## src/common/avmm_pkg.sv

```systemverilog
////////////////////////////////////////////////////////////
// Avalon-MM memory subsystem shared types
////////////////////////////////////////////////////////////

`default_nettype none

package avmm_pkg;

    // Word address width, one address selects one full data word
    localparam int unsigned ADDR_W = 8;

    // Data word width, must be a whole number of bytes
    localparam int unsigned DATA_W = 32;

    // One byte enable per data byte
    localparam int unsigned BE_W = DATA_W / 8;

    // Word address as seen by the host and the memory
    typedef logic [ADDR_W-1:0] addr_t;

    // One data word
    typedef logic [DATA_W-1:0] data_t;

    // Byte lane enables, bit n covers data bits 8n+7 down to 8n
    typedef logic [BE_W-1:0] byteen_t;

    // Host request toward the memory
    // Read and write are never both set, and a request with neither
    // set is an idle slot that carries no meaning
    typedef struct packed {
        logic    read;
        logic    write;
        addr_t   address;
        data_t   writedata;
        byteen_t byteenable;
    } avmm_req_t;

    // Read response toward the host
    // Writes produce no response, so only reads return here
    typedef struct packed {
        logic  readdatavalid;
        data_t readdata;
    } avmm_rsp_t;

endpackage

`default_nettype wire

```

## src/avmm_req_queue.sv

```systemverilog
////////////////////////////////////////////////////////////
// Request queue with almost-full waitrequest
////////////////////////////////////////////////////////////

`default_nettype none

module avmm_req_queue #(
    parameter int unsigned QUEUE_DEPTH          = 8,
    parameter int unsigned N_REG_STAGES         = 2,
    parameter int unsigned N_WAITREQUEST_STAGES = N_REG_STAGES
) (
    input  logic                mem_slave,
    input  logic                rst_n,

    // Push side from the register pipeline
    input  avmm_pkg::avmm_req_t q_req,
    output logic                q_waitrequest,

    // Pop side toward the responder
    output avmm_pkg::avmm_req_t head_req,
    output logic                head_valid,
    input  logic                pop_ready
);

    // Requests that may still arrive after waitrequest is raised:
    // one per forward stage, one per delayed waitrequest stage and
    // one for the registered waitrequest itself
    localparam int unsigned SLACK = N_REG_STAGES + N_WAITREQUEST_STAGES + 1;
    localparam int unsigned PTR_W = $clog2(QUEUE_DEPTH);
    localparam int unsigned CNT_W = $clog2(QUEUE_DEPTH + 1);

    // A queue no deeper than the slack could never lower waitrequest
    if (QUEUE_DEPTH <= SLACK)
    begin : g_depth_check
        $error("QUEUE_DEPTH must exceed the in-flight slack");
    end

    // Entry storage, contents are meaningless until written
    avmm_pkg::avmm_req_t entries [QUEUE_DEPTH];

    logic [PTR_W-1:0] wr_ptr;
    logic [PTR_W-1:0] rd_ptr;
    logic [CNT_W-1:0] count;
    logic [CNT_W-1:0] count_next;
    logic             push;
    logic             pop;

    // The pipeline only forwards accepted requests, so every valid
    // one is taken without asking
    assign push = q_req.read | q_req.write;
    assign pop  = head_valid & pop_ready;

    assign head_valid = (count != '0);
    assign head_req   = entries[rd_ptr];

    always_comb
    begin
        case ({push, pop})
            2'b10:   count_next = count + 1'b1;
            2'b01:   count_next = count - 1'b1;
            default: count_next = count;
        endcase
    end

    always_ff @(posedge mem_slave)
    begin
        if (push)
        begin
            entries[wr_ptr] <= q_req;
        end
    end

    // Pointers wrap explicitly so any depth works
    always_ff @(posedge mem_slave or negedge rst_n)
    begin
        if (!rst_n)
        begin
            wr_ptr        <= '0;
            rd_ptr        <= '0;
            count         <= '0;
            q_waitrequest <= 1'b1;
        end
        else
        begin
            if (push)
            begin
                wr_ptr <= (wr_ptr == PTR_W'(QUEUE_DEPTH - 1)) ? '0 : wr_ptr + 1'b1;
            end
            if (pop)
            begin
                rd_ptr <= (rd_ptr == PTR_W'(QUEUE_DEPTH - 1)) ? '0 : rd_ptr + 1'b1;
            end
            count <= count_next;
            // Stall while the free entries only just cover what is in flight
            q_waitrequest <= (CNT_W'(QUEUE_DEPTH) - count_next) <= CNT_W'(SLACK);
        end
    end

    // The slack must absorb every in-flight request
    a_no_overflow: assert property (
        @(posedge mem_slave) disable iff (!rst_n)
        push |-> (count != CNT_W'(QUEUE_DEPTH))
    );

    // An empty queue has both pointers on the same entry
    a_empty_pointers: assert property (
        @(posedge mem_slave) disable iff (!rst_n)
        (count == '0) |-> (rd_ptr == wr_ptr)
    );

endmodule

`default_nettype wire

```

## config.mk

```make
export PLATFORM = sky130hd
export DESIGN_NAME = avmm_req_queue
export DESIGN_NICKNAME = d
export VERILOG_FILES = /design/src/common/avmm_pkg.sv /design/src/avmm_req_queue.sv
export SDC_FILE = /design/constraint.sdc
export NUM_CORES = 1
export LEC_CHECK = 0
export BUFFER_PORTS_ARGS = -buffer_cell sky130_fd_sc_hd__buf_2
export CORE_UTILIZATION = 55
export DETAILED_ROUTE_END_ITERATION = 8
export MAX_ROUTING_LAYER = met4
export PLACE_DENSITY_LB_ADDON = 0.12
export SETUP_SLACK_MARGIN = 0.2
export SLEW_MARGIN = 30
export SYNTH_ARGS = -nofsm -noshare
export SYNTH_HDL_FRONTEND = slang
export SYNTH_SLANG_ARGS = --single-unit
```

## constraint.sdc

```tcl
create_clock -name mem_slave -period 6.3 [get_ports mem_slave]
set_input_delay 0.945 -clock mem_slave [delete_from_list [all_inputs] [get_ports mem_slave]]
set_output_delay 0.945 -clock mem_slave [all_outputs]
set_load 0.1 [all_outputs]
```

==> out/results.tsv <==
stage	metric	value	unit
run_status	status	finished clean	
worst_setup_path	crit_chain	buf_4 -> mux4_2 -> mux2_2 -> buf_2	
sta	finalMaxSlewViolations	0	
floorplanning	die_h	165	um
detailed_routing	dr.pass1.iters	4	
synthesis	yosysTopAreaCellShare	76.1	%
synthesis	syn-num-nets	662	
synthesis	synth.avg_cell_area	24.0	sq um
clocking	cts_buffers	40	
placement	portBuffers	96	
final_layout	num_antenna_cells	0	
synthesis	synthSimpleGateAreaFrac	0.835	%
clocking	cts_setup_buffers	0	
synthesis	yosys_most_used_dff	edfxtp_1	
worst_setup_path	cpPeakStageDelay	1.01	ns
global_routing	track_usage	21.7	%
final_layout	syn2layout_area_growth	15.7	%
sta	slew_headroom	38.1	%
synthesis	synthMuxAreaShare	18.4	%
sta	worst_slew_pin_slew	0.928	ns
clocking	cts-root-buf	clkbuf_16	
final_layout	fillers	1730	
detailed_routing	via_count	6512	
flow_run	max_cap_viol_count	0	
placement	dpl.hpwl	15100	um
worst_setup_path	slowest_stage	dfrtp_4	
synthesis	yosys_warnings	0	
synthesis	ys_ff_latch	379	
synthesis	synth_top_family_by_area	multiplexers	
synthesis	async_reset_ff_share	2.90	%
floorplanning	die_w	165	um
synthesis	synth_fa_ha_area_share	0.741	%
detailed_routing	wire_per_inst	24.6	um
worst_setup_path	cpLargestDelayFamily	flip-flops	
synthesis	synthTopCellsByArea	edfxtp_1, mux4_2, mux2_2, dfrtp_1, ha_1	
worst_setup_path	crit_path_max_fanout	59	
final_layout	layout-drive-gt1-share	42.0	%
sta	fmax	0.244	GHz
worst_setup_path	required	5.35	ns
sta	fin_setup_tns	0	ns
floorplanning	num_rows	59	
floorplanning	initial_core_util	55.9	%
clocking	clk_latency	0.51	ns
global_routing	grt_pass1_vias	6914	
worst_setup_path	crit_buf_inv	2	
floorplanning	ios	97	
global_routing	antenna_found_initial	0	
sta	fin_hold_ws	0.305	ns
synthesis	yosysTopAreaCell	edfxtp_1	
sta	hold_violations	0	
synthesis	netlist_area	0.0145	sq mm
detailed_routing	drt_iter0_drc	506	
sta	setup_violations	0	
synthesis	synth_compound_area_share	0.611	%
global_routing	grt_max_degree	60	
worst_setup_path	critPathCaptureType	output pin	
floorplanning	core-area	0.0260	sq mm
floorplanning	dieArea	0.0271	sq mm
clocking	htree_levels	2	
worst_setup_path	arrival	3.15	ns
placement	routabilityCongestion	0.761	
detailed_routing	wl	27100	um
synthesis	synth-xor-area-share	0.301	%
clocking	ctsHoldBuffers	0	
clocking	cts_tree	built	
synthesis	syn_inst	605	
worst_setup_path	reg2reg_setup_slack	3.26	ns
worst_setup_path	startpoint_type	flip-flop	
synthesis	synth-seq-area-share	78.0	%
detailed_routing	drtAntennaViolNets	0	
synthesis	synth_edf_count	368	
clocking	post_cts_resized	0	
detailed_routing	drcViolationCount	0	
final_layout	final_nets	794	
global_routing	grt_pass1_wl	40900	um
synthesis	synth_cell_types	32	
worst_setup_path	crit_type	reg -> out	
min_path	hold_path.class	in -> async	
clocking	clk_pin_slew	0.06	ns
sta	period_share	64.9	%
detailed_routing	via_per_inst	5.91	
sta	rsz0062_at_grt	false	
clocking	cts_max_path_buffers	3	
clocking	cts_sinks	379	
sta	period_needed	4.09	ns
global_routing	gr-total-overflow	0	
sta	final.setup_skew	0.00765	ns
[worst reg2reg max path, delay by kind of cell, from the launching register on]
kind,cells,cell delay [ns]
fa+ha+maj,2,0.71
flops,1,0.48
xor+xnor,1,0.20
mux,1,0.17
simple gates,3,1.14
compound gates,1,0.18
buf+inv,1,0.08
[per-stage QoR]
stage / util, % / area, sq um / instances / setup WS [ns]
final: 64.7 / 16800 / 1102 / 2.21
after detailed placement: 59.8 / 15500 / 1029 / 2.54
after CTS: 64.6 / 16800 / 1101 / 1.97
after global placement: 59.5 / 15500 / 1026 / 2.58
after floorplan: - / 14500 / 605 / 0.295
after global routing: 64.7 / 16800 / 1102 / 2.05
[state kept, by name (all words and copies together) (netlist names)]
register       cells
entries          368
count              4
rd_ptr             3
wr_ptr             3
q_waitrequest      1
[cells in the final DEF, fill, tap and decap left out, types with 2 or more instances in the layout]
cell and count:
dfrtp_1 7, mux4_2 92, buf_4 18, nor2_4 3, mux2i_1 2, o21ai_0 2
buf_2 96, nor3_2 2, nand2b_1 4, clkinv_2 3, inv_1 3, mux2_2 51
nor3_4 2, nor3_1 2, dfrtp_4 2, nor2_1 4, ha_1 7, clkinv_1 11
clkbuf_1 12, a21o_1 3, buf_8 2, xor2_1 2, nand2_1 3, clkbuf_16 41
xnor2_1 3, bufinv_16 4, edfxtp_1 368
[logic make-up after synthesis]
family / Yosys count
AOI/OAI and AO/OA: 13
xor gates and xnor gates: 5
adders and majority gates: 8
buffers and inverters: 31
DFF: 379
muxes: 145
and+or+nand+nor: 24
[layer usage]
metal	wire, um	vias to the layer above	GRT usage, %
met4	417	0	5.46
met2	14200	165	36.5
met5	0	-	-
li1	-	2842	-
met1	11200	3466	27.8
met3	1340	39	3.69
[area by class of cell]
cell class / instances / area, sq um / share of cell area, %
well taps: 335 / 419 / 2.49
inverters: 3 / 11.3 / 0.0670
repair buffers: 118 / 693 / 4.12
multi-input cells: 195 / 3090 / 18.4
flip-flops and latches: 379 / 11300 / 67.4
clock buffers: 53 / 1070 / 6.37
clock inverters: 19 / 188 / 1.12
[synth_stat cells, types with 2 or more instances]
master,n
mux4_2,92
nand2_1,3
mux2_2,51
dfrtp_1,10
xor2_1,2
nand2b_1,4
nor3_1,6
a21o_1,3
edfxtp_1,368
buf_6,7
clkbuf_1,11
buf_2,4
inv_1,3
xnor2_1,3
nor2_1,7
buf_1,6
ha_1,7
mux2i_1,2
o21ai_0,3
[final timing paths]
check,startpoint,endpoint,cells after the start
min,rst_n,count[0]$_DFF_PN0_,1
max,rd_ptr[1]$_DFFE_PN0P_,head_req[25],4
min reg2reg,count[3]$_DFF_PN0_,count[3]$_DFF_PN0_,1
max in group asynchronous,rst_n,q_waitrequest$_DFF_PN1_,1
max reg2reg,count[0]$_DFF_PN0_,q_waitrequest$_DFF_PN1_,9
min in group mem_slave,count[3]$_DFF_PN0_,count[3]$_DFF_PN0_,1
Power is not shown: default switching activity piles up to over one toggle a cycle in this logic, so the estimate is an artifact.
