### config.mk
export PLATFORM = sky130hd
export DESIGN_NAME = avmm_reg_pipe
export DESIGN_NICKNAME = d
export VERILOG_FILES = /design/src/common/avmm_pkg.sv /design/src/avmm_reg/avmm_reg_pipe.sv
export SDC_FILE = /design/constraint.sdc
export NUM_CORES = 1
export LEC_CHECK = 0
export ABC_AREA = 1
export BUFFER_PORTS_ARGS = -buffer_cell sky130_fd_sc_hd__buf_2
export CORE_MARGIN = 5
export CORE_UTILIZATION = 52
export DETAILED_ROUTE_END_ITERATION = 12
export PLACE_DENSITY = 0.93
export SLEW_MARGIN = 20
export SYNTH_ARGS = -nofsm -noshare
export SYNTH_HDL_FRONTEND = slang
export SYNTH_SLANG_ARGS = --single-unit
### constraint.sdc
create_clock -name mem_slave -period 2.1 [get_ports mem_slave]
set_clock_uncertainty 0.15 [all_clocks]
set_input_delay 0.42 -clock mem_slave [delete_from_list [all_inputs] [get_ports mem_slave]]
set_output_delay 0.42 -clock mem_slave [all_outputs]
set_load 0.01 [all_outputs]
### src/common/avmm_pkg.sv
////////////////////////////////////////////////////////////
// Avalon-MM memory subsystem shared types
////////////////////////////////////////////////////////////

`default_nettype none

package avmm_pkg;

    // Word address width, one address selects one full data word
    localparam int unsigned ADDR_W = 8;

    // Data word width, must be a whole number of bytes
    localparam int unsigned DATA_W = 32;

    // One byte enable per data byte
    localparam int unsigned BE_W = DATA_W / 8;

    // Word address as seen by the host and the memory
    typedef logic [ADDR_W-1:0] addr_t;

    // One data word
    typedef logic [DATA_W-1:0] data_t;

    // Byte lane enables, bit n covers data bits 8n+7 down to 8n
    typedef logic [BE_W-1:0] byteen_t;

    // Host request toward the memory
    // Read and write are never both set, and a request with neither
    // set is an idle slot that carries no meaning
    typedef struct packed {
        logic    read;
        logic    write;
        addr_t   address;
        data_t   writedata;
        byteen_t byteenable;
    } avmm_req_t;

    // Read response toward the host
    // Writes produce no response, so only reads return here
    typedef struct packed {
        logic  readdatavalid;
        data_t readdata;
    } avmm_rsp_t;

endpackage

`default_nettype wire

### src/avmm_reg/avmm_reg_pipe.sv
////////////////////////////////////////////////////////////
// Avalon-MM register pipeline
// Almost-full waitrequest handshake
////////////////////////////////////////////////////////////

`default_nettype none

module avmm_reg_pipe #(
    // Register stages on the request and response paths (one or more)
    parameter int unsigned N_REG_STAGES         = 2,
    // Stages on the waitrequest path from the queue back to the host
    parameter int unsigned N_WAITREQUEST_STAGES = N_REG_STAGES
) (
    input  logic                mem_slave,
    input  logic                rst_n,

    // Host side
    input  avmm_pkg::avmm_req_t host_req,
    output logic                host_waitrequest,
    output avmm_pkg::avmm_rsp_t host_rsp,

    // Queue side
    output avmm_pkg::avmm_req_t q_req,
    input  logic                q_waitrequest,
    input  avmm_pkg::avmm_rsp_t mem_rsp
);

    // Request as it enters the first register stage
    // Only accepted requests keep their read or write bit
    avmm_pkg::avmm_req_t req_in;

    // Forward request stages where the last one drives the queue
    avmm_pkg::avmm_req_t req_pipe [1:N_REG_STAGES];

    // Backward response stages where the last one drives the host
    avmm_pkg::avmm_rsp_t rsp_pipe [1:N_REG_STAGES];

    // Delayed copies of the queue waitrequest
    // Bit 1 is one cycle old and the top bit is seen by the host
    logic [N_WAITREQUEST_STAGES:1] wait_pipe;

    // The host sees waitrequest only after the full delay
    assign host_waitrequest = wait_pipe[N_WAITREQUEST_STAGES];

    // A held request under waitrequest must not enter the pipeline
    // because it would otherwise be pushed again once waitrequest drops
    always_comb
    begin
        req_in       = host_req;
        req_in.read  = host_req.read & ~host_waitrequest;
        req_in.write = host_req.write & ~host_waitrequest;
    end

    // Request path toward the queue
    always_ff @(posedge mem_slave or negedge rst_n)
    begin
        if (!rst_n)
        begin
            // Every stage is emptied so no stray read or write reaches the queue
            for (int s = 1; s <= N_REG_STAGES; s++)
            begin
                req_pipe[s] <= '0;
            end
        end
        else
        begin
            req_pipe[1] <= req_in;
            for (int s = 2; s <= N_REG_STAGES; s++)
            begin
                req_pipe[s] <= req_pipe[s-1];
            end
        end
    end

    assign q_req = req_pipe[N_REG_STAGES];

    // Response path toward the host with the same depth as the request path
    always_ff @(posedge mem_slave or negedge rst_n)
    begin
        if (!rst_n)
        begin
            for (int s = 1; s <= N_REG_STAGES; s++)
            begin
                rsp_pipe[s] <= '0;
            end
        end
        else
        begin
            rsp_pipe[1] <= mem_rsp;
            for (int s = 2; s <= N_REG_STAGES; s++)
            begin
                rsp_pipe[s] <= rsp_pipe[s-1];
            end
        end
    end

    assign host_rsp = rsp_pipe[N_REG_STAGES];

    // Waitrequest shift register
    // It reloads all ones so that the host is stalled until the
    // queue has reported room through every stage
    always_ff @(posedge mem_slave or negedge rst_n)
    begin
        if (!rst_n)
        begin
            wait_pipe <= '1;
        end
        else
        begin
            wait_pipe[1] <= q_waitrequest;
            for (int s = 2; s <= N_WAITREQUEST_STAGES; s++)
            begin
                wait_pipe[s] <= wait_pipe[s-1];
            end
        end
    end

    // The host never asks for a read and a write in the same slot
    a_no_read_and_write: assert property (
        @(posedge mem_slave) disable iff (!rst_n)
        !(host_req.read && host_req.write)
    );

endmodule

`default_nettype wire

==> reports/metrics.yaml, run 1 <==
utilization_pct: 73.49
slowest_delay_ns: 0.55
path_buf_inv: 1
yosys.cell_types.count: 5
end_kind: "output port"
h-tree-depth: 4
hp-class: "flop to flop"
tightestPinTransition_ns: 0.4532
hold_slack_ns: 0.1960
synth_area_mm2: 0.004614
num_vias: 2348
leakage_nw: 3.129
layout-drive-gt1-share_pct: 44.32
routedWlPerCell_um: 17.06
grt_max_degree: 59
synth_top_family_by_area: "buffers and inverters"
synth_nets: 325
core_region_area_mm2: 0.008678
die_height_um: 104.2
die_w_um: 104.2
grt_pass1_wl_mm: 15.35
cts_buffer_depth: 2
seq_area_frac_synth_pct: 86.82
required_ns: 1.53
max_cap_viol_count: 0
gp_congestion: 0.6991
syn_avg_cell_area_um2: 18.99
cts-hold-fix-buffers: 81
synth_seq_cells: 160
final_common_cell: "buf_2"
route.detailed.drc: 0
final-hold-violation-count: 0
timing.rr.start: "wait_pipe[2]$_DFF_PN1_"
root_buffer: "clkbuf_8"
critical_path.slowest_cell: "dfstp_2"
layout_common_cells: "buf_2, dfrtp_1, dlygate4sd3_1"
cp-startpoint: "wait_pipe[2]$_DFF_PN1_"
worstPathCellList: "buf_2"
die_area_mm2: 0.01086
ctsResizeCount: 0
cp.arrival_ns: 1.17
power_density_mw_per_mm2: 1019
nNetsFinal: 509
initial_core_util_pct: 53.17
criticalPathCategory: "flop to output port"
rows: 34
drt_wl_total_mm: 9.365
port_buffers: 161
setup_tns_ns: 0
grt_overflow: 0
synth_fa_ha_area_share_pct: 0
status: "finished clean"
finalCriticalPeriod_ns: 1.741
crit_fanout: 3
relSlewSlack_pct: 69.79
min_from: "req_pipe[86]$_DFF_PN0_"
crit_family: "flip-flops"
avgViaCountPerCell: 4.277
max-vdd-ir-drop_mv: 0.7443
synthCells: 243
max_freq_mhz: 574.3
startpoint_type: "flop"
finalMaxSlewViolations: 0
cts_made_buffers: 17
grt_pass1_vias: 2815
cts_tree: "yes"
synthXorXnorAreaFrac_pct: 0
synth_simple_gate_area_share_pct: 0.1627
rsz0062_at_grt: "no"
cts.sinks: 160
setup_viol: 0
drt_iter0_markers: 42
hpwlAfterDp_mm: 5.422
muxShareOfSynthArea_pct: 0
io_pins: 162
drtAntennaViolNets: 0
post_cts_buffers: 0
drtPass1Iterations: 4
synth_compound_area_share_pct: 0
antenna_found_initial: 1
clock_latency_ns: 0.49
track_usage_pct: 18.66
ys_warn_count: 0
min_period_over_period_pct: 82.91
clk_pin_slew_ns: 0.06
area_delta_synth_final_pct: 38.21
==> report_power, final <==
part	switching (mW)	total, mW	leakage (nW)	internal (mW)
sequential	0.0458	3.29	1.87	3.24
combinational	0.186	0.398	1.01	0.213
clock	1.17	2.81	0.253	1.64
==> logic make-up after synthesis <==
kind of cell,Yosys count
simple gates,2
flops,160
buf+inv,81
==> state kept, by name (all words and copies together) (netlist names) <==
register and flops:
q_req 46, wait_pipe 2, req_pipe 46, rsp_pipe 33, host_rsp 33
==> cell type report <==
type	count	area (um^2)
Timing Repair Buffer	244	1663
Antenna cell	1	2.502
Multi-Input combinational cell	2	7.507
Clock inverter	11	106.4
Inverter	2	7.507
Tap cell	108	135.1
Sequential cell	160	4006
Fill cell	556	2301
Clock buffer	21	449.2
==> metal layers <==
layer	share of wire (%)	wire [um]	track usage, %
met5	0	0	0
met4	1.2	112	6.290
met3	7.5	703	7.449
met2	55	5184	32.74
met1	36	3364	20.58
==> path summary, 6_finish.rpt <==
kind / slack (ns) / depth (start not counted) / end
max in group asynchronous: 0.83 / 3 / wait_pipe[1]$_DFF_PN1_
hold reg to reg: 0.20 / 0 / q_req[40]$_DFF_PN0_
min in group asynchronous: 0.27 / 2 / req_pipe[50]$_DFF_PN0_
hold / removal: 0.20 / 0 / q_req[40]$_DFF_PN0_
setup reg to reg: 1.22 / 1 / req_pipe[90]$_DFF_PN0_
setup / recovery: 0.36 / 1 / host_waitrequest
==> synth_stat cells, drive strengths merged <==
master	count	area [um^2]
dfrtp	158	3954
buf	79	593.1
dfstp	2	52.55
inv	2	7.510
nor2	2	7.510
==> stage by stage <==
stage                     setup slack [ns]  power, mW  instance area (um^2)  std cells
after detailed placement            0.8470      3.617                  5009        435
after floorplan                     0.9927      3.480                  4614        243
after global routing                0.3121      6.744                  6377        549
after CTS                           0.3308      6.542                  6375        548
after global placement              0.8925      3.597                  5009        435
final                               0.3588      6.498                  6377        549
Note: power is estimated with default switching activity, not from simulation.
==> inputs of run 2 (changes only) <==
--- a/config.mk
+++ b/config.mk
@@ -8,9 +8,9 @@
 export ABC_AREA = 1
 export BUFFER_PORTS_ARGS = -buffer_cell sky130_fd_sc_hd__buf_2
 export CORE_MARGIN = 5
-export CORE_UTILIZATION = 52
+export CORE_UTILIZATION = 48
 export DETAILED_ROUTE_END_ITERATION = 12
-export PLACE_DENSITY = 0.93
+export PLACE_DENSITY = 0.87
 export SLEW_MARGIN = 20
 export SYNTH_ARGS = -nofsm -noshare
 export SYNTH_HDL_FRONTEND = slang
==> constraint.sdc (replaced) <==
create_clock -name mem_slave -period 1.7 [get_ports mem_slave]
set_clock_uncertainty 0.15 [all_clocks]
set_input_delay 0.34 -clock mem_slave [delete_from_list [all_inputs] [get_ports mem_slave]]
set_output_delay 0.34 -clock mem_slave [all_outputs]
set_load 0.01 [all_outputs]
==> run 2 against run 1 <==
Net effect:
- power increased by 24%
- setup slack worse by 0.31 ns
- sequential share of layout area fell by 0.61 points
- wire length is 9.7% lower
- cell count grew 4.0%
- clock power grew 25%
- combinational power rose by 23%
- global-route usage is 2.8 points lower
- register-to-register slack got worse by 0.47 ns
==> reports/metrics.yaml, run 2 (synthesis results as in run 1) <==
grt_pass1_vias: 2694  # -4.3%
criticalPathCategory: "flop to output port"
end_kind: "output port"
routedWlPerCell_um: 14.81  # -13%
crit_fanout: 2  # -1
tightestPinTransition_ns: 0.2626  # -0.1906 ns
route.detailed.drc: 0  # unchanged
drtAntennaViolNets: 0  # unchanged
drt_iter0_markers: 61  # +45%
cts.sinks: 160  # unchanged
setup_ws_ns: 0.05209  # -0.3067 ns
area_delta_synth_final_pct: 39.56
final-hold-violation-count: 0  # unchanged
gp_congestion: 0.7012  # +0.30%
reg2reg_slack_ns: 0.75  # -0.47 ns
die_area_mm2: 0.01167  # +7.5%
h-tree-depth: 4  # unchanged
drtPass1Iterations: 4  # unchanged
clk_pin_slew_ns: 0.07  # about the same
path_depth: 1  # unchanged
worstPathCellList: "buf_2"
timing.rr.start: "wait_pipe[2]$_DFF_PN1_"
dp_slack_ns: 0.5689  # -0.2781 ns
slowest_delay_ns: 0.54  # about the same
io_pins: 162  # unchanged
clock_latency_ns: 0.49  # about the same
root_buffer: "clkbuf_8"
grt_overflow: 0  # unchanged
rows: 35  # +2.9%
layout_common_cells: "buf_2, dfrtp_1, dlygate4sd3_1"
num_vias: 2246  # -4.3%
cts_made_buffers: 17  # unchanged
required_ns: 1.21  # -0.32 ns
track_usage_pct: 15.81  # -2.8 points
power_density_mw_per_mm2: 1250  # +23%
avgViaCountPerCell: 3.933  # -8.0%
leakage_nw: 3.166  # +1.2%
reg2regPathDepth: 2  # +1
relSlewSlack_pct: 82.49  # +13 points
hpwlAfterDp_mm: 5.084  # -6.2%
min_period_over_period_pct: 96.94
cts_buffer_depth: 2  # unchanged
hp-class: "primary input to asynchronous set/reset pin"
max_freq_mhz: 606.8
max_cap_viol_count: 0  # unchanged
setup_viol: 0  # unchanged
grt_max_degree: 53  # -10%
cts_tree: "yes"
port_buffers: 161  # unchanged
final_common_cell: "buf_2"
layout.cells.non_filler: 571  # +4.0%
nNetsFinal: 511  # +0.39%
initial_core_util_pct: 49.47  # -3.7 points
layout-drive-gt1-share_pct: 44.80  # +0.48 points
reg2reg_to: "req_pipe[90]$_DFF_PN0_"
diodes: 0  # -1
status: "finished clean"
drt_wl_total_mm: 8.457  # -9.7%
crit_family: "flip-flops"
startpoint_type: "flop"
grt_pass1_wl_mm: 13.48  # -12%
die_height_um: 108.0  # +3.7%
finalMaxSlewViolations: 0  # unchanged
die_w_um: 108.0  # +3.7%
antenna_found_initial: 0  # -1
path_buf_inv: 1  # unchanged
placed_cells: 457  # +5.1%
finalCriticalPeriod_ns: 1.648
cp.arrival_ns: 1.16  # about the same
max-vdd-ir-drop_mv: 1.075  # +44%
critical_path.slowest_cell: "dfstp_2"
core_region_area_mm2: 0.009328  # +7.5%
run 2: cell count changes in the layout (fill, tap and decap cells not counted), moves of 2 or more:
cell / delta
inv_6: +4
clkinv_4: +2
clkinvlp_4: -5
clkbuf_8: -2
run 2: cell type report:
cell class / count / area [um^2]
clock inverter: 14 / 148.9
clock buffer: 18 / 417.9
fill: 607 / 2888
tap: 129 / 161.4
multi-input combinational: 2 / 7.507
sequential: 160 / 4006
timing repair buffer: 246 / 1690
inverter: 2 / 7.507
run 2: worst max-delay path by stage:
stage / start / endpoint / slack, ns
2_1_floorplan: wait_pipe[2]$_DFF_PN1_ / host_waitrequest / 0.67
3_3_place_gp: wait_pipe[2]$_DFF_PN1_ / host_waitrequest / 0.57
3_5_place_dp: wait_pipe[2]$_DFF_PN1_ / host_waitrequest / 0.57
4_1_cts: wait_pipe[2]$_DFF_PN1_ / host_waitrequest / 0.02
5_1_grt: wait_pipe[2]$_DFF_PN1_ / host_waitrequest / -0.01
6_report: wait_pipe[2]$_DFF_PN1_ / host_waitrequest / 0.05
run 2: repair_timing:
item,CTS,global route
hold endpoints to repair,239,0
resized for setup,0,0
buffers inserted,0,1
endpoints found under the setup margin,0,1
hold buffers,81,0
run 2: stage by stage:
stage | power, mW | instance area [um^2] | util (%) | hold slack (ns) | setup TNS, ns
finish | 8.052 | 6440 | 69.04 | 0.1090 | 0
global route | 8.407 | 6440 | 69.04 | 0.09282 | -0.01083
CTS | 8.148 | 6432 | 68.96 | 0.08460 | 0
detailed placement | 4.467 | 5055 | 54.19 | 0.04337 | 0
global placement | 4.452 | 5055 | 54.19 | 0.03895 | 0
floorplan | 4.299 | 4614 | - | -0.1056 | 0
run 2: routing by layer:
layer  track usage [%]  wire length (um)
met1             15.99              2906
met2             28.55              4752
met3             7.343               638
met4             5.500               159
met5                 0                 0
run 2: report_power, final:
part           switching, mW  internal, mW  total [mW]
Clock                   1.51          2.00        3.51
Sequential            0.0515          4.00        4.05
Combinational          0.221         0.269       0.490
Total                   1.78          6.27        8.05
